## src/include/led_spi_settings.svh

```systemverilog
////////////////////////////////////////////////////////////
// compile-time sizes for the SPI LED peripheral
// include wherever LED count, frame width or blink rate
// is needed; the package carries the types
////////////////////////////////////////////////////////////

`ifndef LED_SPI_SETTINGS_SVH
`define LED_SPI_SETTINGS_SVH

// number of LEDs, also the width of the frame data field
`define LED_COUNT 4

// bits per SPI command frame, msb first
`define FRAME_BITS 8

// log2 of clk cycles per blink step
// 4 keeps simulation short, a board wants about 20
`define BLINK_LOG2DELAY 4

`endif

```

## src/rtl/led_spi_pkg.sv

```systemverilog
////////////////////////////////////////////////////////////
// shared types of the SPI LED peripheral
// referenced as led_spi_pkg::name, never imported
////////////////////////////////////////////////////////////

`include "led_spi_settings.svh"

package led_spi_pkg;

  // command opcodes, top two bits of a frame
  typedef enum logic [1:0]
  {
    op_off    = 2'd0,  // all dark
    op_static = 2'd1,  // show data field
    op_blink  = 2'd2,  // show gray pattern
    op_xor    = 2'd3   // data xor gray pattern
  } led_op_e;

  // receiver FSM states
  typedef enum logic [1:0]
  {
    idle     = 2'd0,
    shifting = 2'd1,
    closing  = 2'd2
  } rx_state_e;

  // one command frame as it arrives on mosi
  // op in bits 7:6, rsvd in 5:4 (ignored), data in 3:0
  typedef struct packed
  {
    led_op_e                op;
    logic [1:0]             rsvd;
    logic [`LED_COUNT-1:0]  data;
  } led_cmd_t;

endpackage

```

## src/rtl/blink_timer.sv

```systemverilog
////////////////////////////////////////////////////////////
// free-running blink divider with a Gray-coded pattern
// step pulses once per 2**BLINK_LOG2DELAY cycles and gray
// moves one Gray step on that same edge
////////////////////////////////////////////////////////////

`timescale 1ns/100ps

`include "led_spi_settings.svh"

module blink_timer
(
  input  logic                   clk,
  input  logic                   rst_n,
  output logic [`LED_COUNT-1:0]  gray,
  output logic                   step
);

  logic [`BLINK_LOG2DELAY-1:0]  div_q;
  logic [`LED_COUNT-1:0]        count_q;
  logic [`LED_COUNT-1:0]        count_next;
  logic                         wrap;

  // divider about to roll over
  assign wrap = &div_q;
  assign count_next = count_q + 1'b1;

  always_ff @(posedge clk)
  begin
    if (!rst_n)
    begin
      div_q   <= '0;
      count_q <= '0;
      gray    <= '0;
      step    <= 1'b0;
    end
    else
    begin
      div_q <= div_q + 1'b1;
      step  <= wrap;
      if (wrap)
      begin
        count_q <= count_next;
        // binary to Gray, built from the next count
        // so gray and step land on the same edge
        gray    <= count_next ^ (count_next >> 1);
      end
    end
  end

endmodule

```

## src/rtl/led_mux.sv

```systemverilog
////////////////////////////////////////////////////////////
// holds the last accepted command and drives the LEDs
// leds are registered and only move after cmd_valid or
// step, so the outputs never glitch between events
////////////////////////////////////////////////////////////

`timescale 1ns/100ps

`include "led_spi_settings.svh"

module led_mux
(
  input  logic                   clk,
  input  logic                   rst_n,
  input  led_spi_pkg::led_cmd_t  cmd,
  input  logic                   cmd_valid,
  input  logic [`LED_COUNT-1:0]  gray,
  input  logic                   step,
  output logic [`LED_COUNT-1:0]  leds
);

  led_spi_pkg::led_op_e   op_q;
  logic [`LED_COUNT-1:0]  data_q;
  led_spi_pkg::led_op_e   op_eff;
  logic [`LED_COUNT-1:0]  data_eff;

  // opcode rule, one place for every caller
  function automatic logic [`LED_COUNT-1:0] led_pattern
  (
    input led_spi_pkg::led_op_e   op,
    input logic [`LED_COUNT-1:0]  data,
    input logic [`LED_COUNT-1:0]  pat
  );
    logic [`LED_COUNT-1:0] res;
    case (op)
      led_spi_pkg::op_off:    res = '0;
      led_spi_pkg::op_static: res = data;
      led_spi_pkg::op_blink:  res = pat;
      led_spi_pkg::op_xor:    res = data ^ pat;
      default:                res = '0;
    endcase
    return res;
  endfunction

  // a fresh command wins over the held one
  // so leds follow on the very next cycle
  assign op_eff = cmd_valid ? cmd.op : op_q;
  assign data_eff = cmd_valid ? cmd.data : data_q;

  // held command
  always_ff @(posedge clk)
  begin
    if (!rst_n)
    begin
      op_q <= led_spi_pkg::op_off;
    end
    else if (cmd_valid)
    begin
      op_q <= cmd.op;
    end
  end

  always_ff @(posedge clk)
  begin
    if (cmd_valid)
    begin
      data_q <= cmd.data;
    end
  end

  // LED register, event driven only
  // in off or static mode a step recomputes the same value
  always_ff @(posedge clk)
  begin
    if (!rst_n)
    begin
      leds <= '0;
    end
    else if (cmd_valid || step)
    begin
      leds <= led_pattern(op_eff, data_eff, gray);
    end
  end

endmodule

```

## src/rtl/led_spi_top.sv

```systemverilog
////////////////////////////////////////////////////////////
// top of the SPI LED peripheral
// SPI receiver and blink timer run side by side and the
// LED mux merges their results; instances and wires only
////////////////////////////////////////////////////////////

`timescale 1ns/100ps

`include "led_spi_settings.svh"

module led_spi_top
(
  input  logic                   clk,
  input  logic                   rst_n,
  input  logic                   sclk,
  input  logic                   cs_n,
  input  logic                   mosi,
  output logic [`LED_COUNT-1:0]  leds,
  output logic                   bad_frame
);

  // receiver to mux
  led_spi_pkg::led_cmd_t  cmd;
  logic                   cmd_valid;

  // timer to mux
  logic [`LED_COUNT-1:0]  gray;
  logic                   step;

  // SPI pins in, frame strobes out
  spi_frame_rx i_spi_frame_rx
  (
    .clk       (clk),
    .rst_n     (rst_n),
    .sclk      (sclk),
    .cs_n      (cs_n),
    .mosi      (mosi),
    .cmd       (cmd),
    .cmd_valid (cmd_valid),
    .bad_frame (bad_frame)
  );

  // free-running blink pattern
  blink_timer i_blink_timer
  (
    .clk   (clk),
    .rst_n (rst_n),
    .gray  (gray),
    .step  (step)
  );

  // command hold and LED drive
  led_mux i_led_mux
  (
    .clk       (clk),
    .rst_n     (rst_n),
    .cmd       (cmd),
    .cmd_valid (cmd_valid),
    .gray      (gray),
    .step      (step),
    .leds      (leds)
  );

endmodule

```

## src/rtl/spi_frame_rx.sv

```systemverilog
////////////////////////////////////////////////////////////
// oversampling SPI receiver for 8-bit command frames
// pins are asynchronous to clk; a frame is accepted only
// when exactly FRAME_BITS bits arrive while cs_n is low
////////////////////////////////////////////////////////////

`timescale 1ns/100ps

`include "led_spi_settings.svh"

module spi_frame_rx
(
  input  logic                   clk,
  input  logic                   rst_n,
  input  logic                   sclk,
  input  logic                   cs_n,
  input  logic                   mosi,
  output led_spi_pkg::led_cmd_t  cmd,
  output logic                   cmd_valid,
  output logic                   bad_frame
);

  // bit counter must hold FRAME_BITS + 1 to see overlong frames
  localparam int CNT_W = $clog2(`FRAME_BITS + 2);
  localparam logic [CNT_W-1:0] CNT_FRAME = CNT_W'(`FRAME_BITS);
  localparam logic [CNT_W-1:0] CNT_MAX = CNT_W'(`FRAME_BITS + 1);

  // lane index into the control pin vectors
  localparam int SCLK_BIT = 0;
  localparam int CS_BIT = 1;

  // idle levels: sclk low, cs_n high
  localparam logic [1:0] PIN_IDLE = 2'b10;

  logic [1:0]              pin_s1;
  logic [1:0]              pin_s2;
  logic [1:0]              pin_s3;
  logic [1:0]              rise_q;
  logic                    cs_fall_q;
  logic                    mosi_s1;
  logic                    mosi_s2;
  logic                    mosi_s3;
  logic                    sclk_rise;
  logic                    cs_rise;
  logic [`FRAME_BITS-1:0]  shift_q;
  logic [CNT_W-1:0]        cnt_q;
  led_spi_pkg::rx_state_e  state_q;

  // two sync flops, then the edge-detect register
  // sclk and cs_n share one vector so both lanes see equal delay
  always_ff @(posedge clk)
  begin
    if (!rst_n)
    begin
      pin_s1    <= PIN_IDLE;
      pin_s2    <= PIN_IDLE;
      pin_s3    <= PIN_IDLE;
      rise_q    <= 2'b00;
      cs_fall_q <= 1'b0;
    end
    else
    begin
      pin_s1    <= {cs_n, sclk};
      pin_s2    <= pin_s1;
      pin_s3    <= pin_s2;
      // registered edge pulses, one cycle wide
      rise_q    <= pin_s2 & ~pin_s3;
      cs_fall_q <= ~pin_s2[CS_BIT] & pin_s3[CS_BIT];
    end
  end

  // mosi follows the same three stages
  // so mosi_s3 lines up with the registered sclk rise
  always_ff @(posedge clk)
  begin
    mosi_s1 <= mosi;
    mosi_s2 <= mosi_s1;
    mosi_s3 <= mosi_s2;
  end

  assign sclk_rise = rise_q[SCLK_BIT];
  assign cs_rise = rise_q[CS_BIT];

  // frame FSM and bit counter
  always_ff @(posedge clk)
  begin
    if (!rst_n)
    begin
      state_q <= led_spi_pkg::idle;
      cnt_q   <= '0;
    end
    else
    begin
      case (state_q)
        led_spi_pkg::idle:
        begin
          // cs_n fall opens a frame
          if (cs_fall_q)
          begin
            state_q <= led_spi_pkg::shifting;
            cnt_q   <= '0;
          end
        end
        led_spi_pkg::shifting:
        begin
          // count saturates one above a full frame
          if (sclk_rise && (cnt_q != CNT_MAX))
          begin
            cnt_q <= cnt_q + 1'b1;
          end
          if (cs_rise)
          begin
            state_q <= led_spi_pkg::closing;
          end
        end
        led_spi_pkg::closing:
        begin
          // one cycle for the verdict strobe
          // a very short cs_n high can already start the next frame
          if (cs_fall_q)
          begin
            state_q <= led_spi_pkg::shifting;
            cnt_q   <= '0;
          end
          else
          begin
            state_q <= led_spi_pkg::idle;
          end
        end
        default:
        begin
          state_q <= led_spi_pkg::idle;
        end
      endcase
    end
  end

  // shift register, msb first
  always_ff @(posedge clk)
  begin
    if ((state_q == led_spi_pkg::shifting) && sclk_rise)
    begin
      shift_q <= {shift_q[`FRAME_BITS-2:0], mosi_s3};
    end
  end

  assign cmd = led_spi_pkg::led_cmd_t'(shift_q);

  // exactly one strobe per closed frame
  // zero-bit frames fall into bad_frame too
  assign cmd_valid = (state_q == led_spi_pkg::closing) && (cnt_q == CNT_FRAME);
  assign bad_frame = (state_q == led_spi_pkg::closing) && (cnt_q != CNT_FRAME);

endmodule

```

## config.mk

```make
export PLATFORM = sky130hd
export DESIGN_NAME = led_spi_top
export DESIGN_NICKNAME = d
export VERILOG_FILES = /design/src/rtl/led_spi_pkg.sv /design/src/rtl/blink_timer.sv /design/src/rtl/led_mux.sv /design/src/rtl/led_spi_top.sv /design/src/rtl/spi_frame_rx.sv
export VERILOG_INCLUDE_DIRS = /design/src /design/src/include
export SDC_FILE = /design/constraint.sdc
export NUM_CORES = 1
export LEC_CHECK = 0
export ABC_AREA = 1
export BUFFER_PORTS_ARGS = -buffer_cell sky130_fd_sc_hd__clkbuf_2
export CAP_MARGIN = 20
export CELL_PAD_IN_SITES_DETAIL_PLACEMENT = 2
export CELL_PAD_IN_SITES_GLOBAL_PLACEMENT = 2
export CORE_UTILIZATION = 32
export DETAILED_ROUTE_END_ITERATION = 7
export HOLD_SLACK_MARGIN = 0.02
export PLACE_DENSITY = 0.72
export SLEW_MARGIN = 20
export SYNTH_ARGS = -nofsm -noshare
export SYNTH_HDL_FRONTEND = slang
export SYNTH_SLANG_ARGS = --single-unit
```

## constraint.sdc

```tcl
create_clock -name clk -period 1.65 [get_ports clk]
set_input_delay 0.2475 -clock clk [delete_from_list [all_inputs] [get_ports clk]]
set_output_delay 0.2475 -clock clk [all_outputs]
set_load 0.03 [all_outputs]
```

== After elaboration in Yosys (flattened, before gate mapping) ==
Cells that the tools add are included.

* Input port bits: 5
* Register bits: 49
* Word-level logic and storage cells: 61
* Output and inout bits: 5

* Add/sub/neg operators: 3
* Reductions and logical operators: 12
* Mux-type cells: 10
* Bitwise gates (word level): 6
* Eq/ne operators: 12

{| class="wikitable"
|+ Operator list
! cell !! count
|-
| 4-bit one-hot mux with 4 select lines || 1
|-
| 4-bit by 1-bit adder with 4-bit output (second input constant) || 3
|-
| 4-bit 2-to-1 mux || 3
|-
| 2-bit by 1-bit inequality test with 1-bit output (second input constant) || 4
|-
| 4-bit inequality test (second input constant) || 2
|-
| 4-bit one-hot mux with 2 select lines || 1
|-
| 2-bit equality test (second input constant) || 3
|-
| 2-bit 2-to-1 mux || 3
|-
| 2-bit one-hot mux with 3 select lines || 1
|-
| 2-bit by 1-bit equality test with 1-bit output (second input constant) || 2
|-
| 4-bit equality test (second input constant) || 1
|-
| 1-bit logical AND || 4
|-
| 2-bit logical NOT || 2
|-
| 4-bit AND reduction || 1
|-
| 4-bit by 3-bit bitwise XOR with 4-bit output || 1
|-
| 4-bit bitwise XOR || 1
|-
| 3-bit AND reduction || 1
|-
| 2-bit AND || 1
|-
| 2-bit inverter || 1
|-
| 2-bit AND reduction || 1
|-
| 2-bit nonzero test || 1
|-
| 2-bit OR reduction || 1
|-
| 1-bit AND || 1
|-
| 1-bit logical OR || 1
|-
| 2 further kinds || 2
|}

== Logic depth before layout (Yosys ltp) ==
Gate-level depths: netlist of run 1.

* Word-level depth: 5
* Gate-level depth with buffers: 11
* Depth with buffers taken out: 10

== Cells and area by module ==
Synthesis of run 1 repeated with hierarchy kept, for this count alone.

* Cells, all modules: 247
* Area total of the unflattened synthesis: 2030.7 µm²

{| class="wikitable"
|+ By module, submodules not included
! module !! cells each !! instances !! area each (µm²) !! sequential area each (µm²)
|-
| spi_frame_rx || 86 || 1 || 917.1 || 600.6
|-
| led_mux || 89 || 1 || 569.3 || 200.2
|-
| blink_timer || 72 || 1 || 544.3 || 240.2
|}

== Worst setup path before layout of run 1 ==
Ideal clock, no wire load.

* Path type: register to register
* Start point: register i_spi_frame_rx.state_q[0]
* End point: register i_spi_frame_rx.cnt_q[3]
* Data arrival time: 1.401 ns
* Slack: 0.132 ns
* Clock period less this slack: 1.518 ns
* Stages on the path, launching flop included: 9
* Buffers on the path: 0
* Library setup time: 0.117 ns
* Required time: 1.533 ns
* Path through: dfxtp_1 inv_2 nor2_1 inv_1 nor2_1 nand2_1 nand2_1 and3_1 nor3_1

* Word-level cells in the longest chain between the ends: 4
* Elaborated cells between the ends (all ways): 9
* Classes of those cells: 4 x eq/ne; 1 x mux; 4 x reduce/logical

{| class="wikitable"
|+ RTL lines
! what !! RTL line !! RTL
|-
| start, declared || spi_frame_rx.sv:47 || <nowiki>led_spi_pkg::rx_state_e state_q;</nowiki>
|-
| start signal, assigned || spi_frame_rx.sv:89 || <nowiki>state_q <= led_spi_pkg::idle;</nowiki>
|-
| start signal, assigned || spi_frame_rx.sv:100 || <nowiki>state_q <= led_spi_pkg::shifting;</nowiki>
|-
| start signal, assigned || spi_frame_rx.sv:113 || <nowiki>state_q <= led_spi_pkg::closing;</nowiki>
|-
| 2-bit equality test or 2-bit logical NOT (tied branches) || spi_frame_rx.sv:94 || <nowiki>case (state_q)</nowiki>
|-
| 2-bit OR reduction (no source line) || -- ||
|-
| 2-bit by 1-bit inequality test with 1-bit output (no source line) or 2-bit nonzero test (tied branches) || -- ||
|-
| 3-bit AND reduction (no source line) || -- ||
|-
| end signal, assigned || spi_frame_rx.sv:109 || <nowiki>cnt_q <= cnt_q + 1'b1;</nowiki>
|-
| end, declared || spi_frame_rx.sv:46 || <nowiki>logic [CNT_W-1:0] cnt_q;</nowiki>
|}

Several ways; a longest one is shown, not always the timed one.
A chain may end at the register's enable or synchronous reset.

== Final worst setup path of run 1 ==
* Start point: register i_spi_frame_rx.cnt_q[1]
* End point: output port bad_frame

* Word-level cells in the longest chain between the ends: 2

{| class="wikitable"
|+ RTL lines
! what !! RTL line !! RTL
|-
| 4-bit inequality test || spi_frame_rx.sv:152 || <nowiki>assign bad_frame = (state_q == led_spi_pkg::closing) && (cnt_q != CNT_FRAME);</nowiki>
|-
| 1-bit logical AND || spi_frame_rx.sv:152 ||
|-
| end, declared || led_spi_top.sv:19 || <nowiki>output logic bad_frame</nowiki>
|}

Every way passes these cells.

==> impl_metrics.toml, run 1 <==
[sta]
finalSetupViolations = 0
final-max-slew-violation-count = 0
fin_tns_setup_ns = 0
postLayoutSetupSlackWorst_ns = 0.0567
rsz0062_at_grt = "true"
min_period_ns = 1.59
worstMarginPinSlew_ns = 0.442
min_period_over_period_pct = 96.6
skew_ns = 0.00359
fmax_mhz = 628
hold_violations = 0
slew_headroom_pct = 70.5

[critical_path]
cp_slowest_cell = "dfxtp_2"
endpoint_kind = "output pin"
r2r-end = "i_led_mux.leds[1]$_SDFFE_PN0P_"
path_class = "reg2out"
worstSetupStartpointType = "register"
cpMostUsedCell = "inv_2"
arrival_ns = 1.35
critical_path.max_stage_delay_ns = 0.35
reg2reg_depth = 8
path_depth = 7
ff2ff_setup_slack_ns = 0.07
critPathMaxFanout = 4
required_ns = 1.40
reg2reg_from = "i_spi_frame_rx.cnt_q[1]$_SDFFE_PN0P_"
cp-endpoint = "bad_frame"
crit_start = "i_spi_frame_rx.cnt_q[1]$_SDFFE_PN0P_"
crit_chain = "inv_2 > ha_4 > nand3_4 > buf_6 > nand3_2 > inv_2 > buf_8"
cp_top_family = "buffers and inverters"
critPathBufInv = 4

[yosys]
syn_nets = 245
synthDistinctLibCells = 27
syn_inst = 235
ys_ff_latch = 48
avgSynthCellArea_sq_um = 8.23
syn_area_sq_um = 1930
ys_seq_area_share_pct = 53.9
ys_warn_count = 0

[placed_design]
post-dp-hpwl_um = 3400
gp_congestion = 0.723
placed_area_sq_um = 2100
place_ws_ns = -0.0234
port_buffers = 9

[clocking]
cts_buffers = 5
clock-root-buffer = "clkbuf_8"
cts_max_path_buffers = 2
cts.clk_slew.worst_paths_ns = 0.10
numClockSinks = 48
cts_tree = "done"
h-tree-depth = 2
ctsHoldBuffers = 0
clk_latency_ns = 0.30

[route]
num_vias = 1584
routed_wl_um = 4860
drc = 0
ant_nets = 0
first_iter_violations = 54
firstDrtPassIters = 4
wl_per_cell_um = 14.6
via_per_inst = 4.77

[global_routing]
grt_start_max_net_pins = 17
grt.overflow.total = 0
grt_use_total_pct = 16.8
grt_first_pass_wirelength_um = 7960
antenna_found_initial = 0
grt_pass1_vias = 1640

[cells_and_area]
n_antenna_cell = 0
design_area_sq_um = 2300
final_layout_size_suffix_gt1_share_pct = 20.4
area_growth_syn_to_layout_pct = 19.2
num-nets-final = 269
layout_commonest_cell = "nand2_1"
final_cell_mix = "60 x nand2_1, 38 x dfxtp_1, 26 x inv_1"

[die]
rows = 27
dieArea_sq_um = 6360
die_w_um = 79.7
die_y_um = 79.7
core_area_sq_um = 5680
start_util_pct = 34.1
io_pins = 10

[pwr]
total_power_uw = 2090
powerDensity_nw_per_um2 = 909
leakage_uw = 0.000961
peakVddDrop_mv = 0.509

[worst_hold_path]
hold_path.startpoint = "mosi"
hold_path_class = "in2reg"

[flow_run]
cap_viol_max_count = 0

[outcome]
outcome = "completed"
-- through the flow --
| step | hold slack (ns) | util (%) | std cells |
|---|---|---|---|
| floorplan | 0.275 | - | 235 |
| global placement | 0.314 | 37.1 | 319 |
| detailed placement | 0.315 | 37.1 | 319 |
| CTS | 0.0315 | 40.0 | 329 |
| global route | 0.0359 | 40.6 | 332 |
| finish | 0.0391 | 40.6 | 332 |
-- worst min-delay path by stage --
| stage | cells past startpoint | end |
|---|---|---|
| after global placement | 0 | i_spi_frame_rx.mosi_s3$_DFF_P_ |
| after global routing | 1 | i_spi_frame_rx.mosi_s1$_DFF_P_ |
| after floorplan | 0 | i_spi_frame_rx.mosi_s1$_DFF_P_ |
| after CTS | 1 | i_spi_frame_rx.mosi_s1$_DFF_P_ |
| final | 1 | i_spi_frame_rx.mosi_s1$_DFF_P_ |
| after detailed placement | 0 | i_spi_frame_rx.mosi_s2$_DFF_P_ |
-- kinds of logic (layout without fill, tap and decap cells) --
kind of cell	Yosys count	in the layout	synth area share, %
compound gates	34	34	10.2
fa+ha+maj	5	5	3.24
flops	48	48	53.9
buf+inv	37	62	7.70
simple gates	109	109	24.1
xor+xnor	2	2	0.906
-- metal layers --
layer,GRT usage (%),wire length [um],up-vias
li1,-,-,787
met1,18.9,2120,781
met2,31.8,2610,12
met3,3.43,91,4
met4,3.82,31,0
met5,0,0,-
-- registers in the layout (all words and copies together), names as in the netlist, 2 cells and up --
register	count
i_spi_frame_rx.cnt_q	4
i_spi_frame_rx.rise_q	2
i_spi_frame_rx.pin_s2	2
i_spi_frame_rx.state_q	2
i_blink_timer.div_q	4
i_led_mux.data_q	4
i_spi_frame_rx.cmd	8
i_spi_frame_rx.pin_s3	2
i_led_mux.leds	4
i_blink_timer.gray	4
i_spi_frame_rx.pin_s1	2
i_led_mux.op_q	2
i_blink_timer.count_q	3
-- where the power goes --
part           switching, uW  internal [uW]  leakage (uW)
registers               9.41           1200      0.000398
clock network            436            397     0.0000530
logic                   30.8           17.6      0.000510
-- Yosys cell counts --
library cell  number  area (sq um)
a211oi_1           1          7.51
a21oi_1           13          65.1
a31oi_1            2          12.5
and3_1             1          6.26
buf_1              1          3.75
buf_2              2          10.0
buf_6              1          11.3
clkbuf_1           2          7.51
dfxtp_1           40           801
edfxtp_1           8           240
ha_1               5          62.6
inv_1             29           109
inv_2              2          7.51
nand2_1           62           233
nand2_2            3          18.8
nand3_1           10          50.1
nand3_2            2          20.0
nor2_1            22          82.6
nor2_4             1          11.3
nor3_1             5          25.0
o21ai_0           11          55.1
o21bai_1           5          37.5
o21bai_2           1          11.3
o221ai_1           1          8.76
or2_2              3          18.8
xnor2_1            1          8.76
xor2_1             1          8.76
-- what timing repair did --
| item | CTS | global route |
|---|---|---|
| pin swaps | 1 | 1 |
| resized for setup | 12 | 7 |
| endpoints found under the setup margin | 5 | 5 |
| hold endpoints to repair | 0 | 0 |
| buffers inserted | 2 | 3 |
-- cell type report --
cell class                      count  area, sq um
Multi-Input combinational cell    150          777
Timing Repair Buffer               23          168
Clock buffer                        6         93.8
Clock inverter                      2         16.3
Fill cell                         664         3370
Inverter                           31          116
Sequential cell                    48         1040
Tap cell                           72         90.1
No activity file was read; power rests on OpenSTA's default activity.
==> run 2, diff against run 1 <==
PLACE_DENSITY = 0.77   (was 0.72)
==> run 2 against run 1 <==
Hold slack gained 0.014 ns. Clock-buffer cell count grew 2. Clock power shrank 12%. Combinational power is essentially flat. Largest power group unchanged. Highest routed layer unchanged.
==> impl_metrics.toml, run 2 (synthesized netlist as in run 1, its figures left out) <==
[pwr]
leakage_uw = 0.000933
powerDensity_nw_per_um2 = 891
peakVddDrop_mv = 0.472

[sta]
postLayoutSetupSlackWorst_ns = 0.135
worstMarginPinSlew_ns = 0.318
skew_ns = 0.0110
slew_headroom_pct = 78.6
hold_violations = 0
min_period_ns = 1.52
final-max-slew-violation-count = 0
min_period_over_period_pct = 91.8
finalSetupViolations = 0
fmax_mhz = 660

[critical_path]
worstSetupStartpointType = "register"
cp_top_family = "flip-flops"
required_ns = 1.40
critical_path.max_stage_delay_ns = 0.37
critPathBufInv = 3
crit_start = "i_spi_frame_rx.cnt_q[1]$_SDFFE_PN0P_"
crit_chain = "inv_4 > ha_4 > nand3_4 > nand3_1 > inv_1 > buf_4"
path_class = "reg2out"
arrival_ns = 1.27
endpoint_kind = "output pin"
critPathMaxFanout = 5
reg2reg_from = "i_spi_frame_rx.cnt_q[1]$_SDFFE_PN0P_"
cp_slowest_cell = "dfxtp_2"

[die]
core_area_sq_um = 5680
rows = 27
dieArea_sq_um = 6360
die_y_um = 79.7
io_pins = 10
start_util_pct = 34.1
die_w_um = 79.7

[placed_design]
place_ws_ns = -0.0235
dp.cells = 319
gp_congestion = 0.696
port_buffers = 9
post-dp-hpwl_um = 3490

[worst_hold_path]
hold_path_class = "in2reg"
hold_path.startpoint = "mosi"

[route]
first_iter_violations = 57
firstDrtPassIters = 4
ant_nets = 0
num_vias = 1566
routed_wl_um = 4720
via_per_inst = 4.77
drc = 0
wl_per_cell_um = 14.4

[clocking]
clk_latency_ns = 0.30
clock-root-buffer = "clkbuf_8"
cts_setup_buffers = 0
cts_buffers = 5
cts_max_path_buffers = 2
h-tree-depth = 2
cts_tree = "done"
numClockSinks = 48
cts.clk_slew.worst_paths_ns = 0.08

[cells_and_area]
final_layout_size_suffix_gt1_share_pct = 16.8
num-nets-final = 265
layout_commonest_cell = "nand2_1"
final_util_pct = 39.4
area_growth_syn_to_layout_pct = 15.5
final_cell_mix = "60 x nand2_1, 39 x dfxtp_1, 27 x inv_1"
n_antenna_cell = 0
fin_cells = 328
largest_register_ffs = 8

[outcome]
outcome = "completed"

[global_routing]
grt_start_max_net_pins = 14
grt_pass1_vias = 1688
grt_first_pass_wirelength_um = 7970
grt_use_total_pct = 16.9
antenna_found_initial = 0
grt.overflow.total = 0

[flow_run]
cap_viol_max_count = 0
==> run 2: power by group <==
| part | switching [uW] | internal, uW | leakage (uW) |
|---|---|---|---|
| Sequential | 8.89 | 1200 | 0.000398 |
| Clock | 388 | 343 | 0.0000455 |
| Combinational | 30.5 | 17.7 | 0.000489 |
==> run 2: path summary, 6_finish.rpt <==
kind / cells past startpoint / slack, ns / to
worst min register to register: 0 / 0.33 / i_spi_frame_rx.mosi_s3$_DFF_P_
worst max register to register: 10 / 0.14 / i_led_mux.leds[3]$_SDFFE_PN0P_
worst max-delay path: 6 / 0.13 / bad_frame
worst min-delay path: 1 / 0.05 / i_spi_frame_rx.mosi_s1$_DFF_P_
==> run 2: metrics by stage <==
step | TNS, ns | area (sq um) | power [uW] | hold slack (ns)
after floorplan | 0 | 1930 | 1270 | 0.275
after global placement | 0 | 2100 | 1280 | 0.313
final | 0 | 2230 | 1990 | 0.0528
after global routing | -0.0227 | 2230 | 2080 | 0.0490
after detailed placement | -0.0235 | 2100 | 1290 | 0.316
after CTS | 0 | 2200 | 2020 | 0.0517
==> run 2: per-layer routing <==
| metal | vias up | GRT usage (%) | wire length [um] |
|---|---|---|---|
| met4 | 0 | 6.00 | 76 |
| met1 | 764 | 19.1 | 2070 |
| li1 | 778 | - | - |
| met2 | 16 | 30.2 | 2440 |
| met5 | - | 0 | 0 |
| met3 | 8 | 4.57 | 128 |
==> run 2: area by class of cell <==
type / count / area, sq um
Tap cell: 72 / 90.1
Clock buffer: 8 / 90.1
Sequential cell: 48 / 1040
Timing Repair Buffer: 19 / 124
Multi-Input combinational cell: 150 / 768
Fill cell: 644 / 3440
Inverter: 31 / 119
==> run 2: timing repair <==
item,in CTS,in global routing
pin swaps,0,3
gates resized for setup,4,9
hold buffers,0,0
cloned,0,1
setup endpoints to repair,3,5
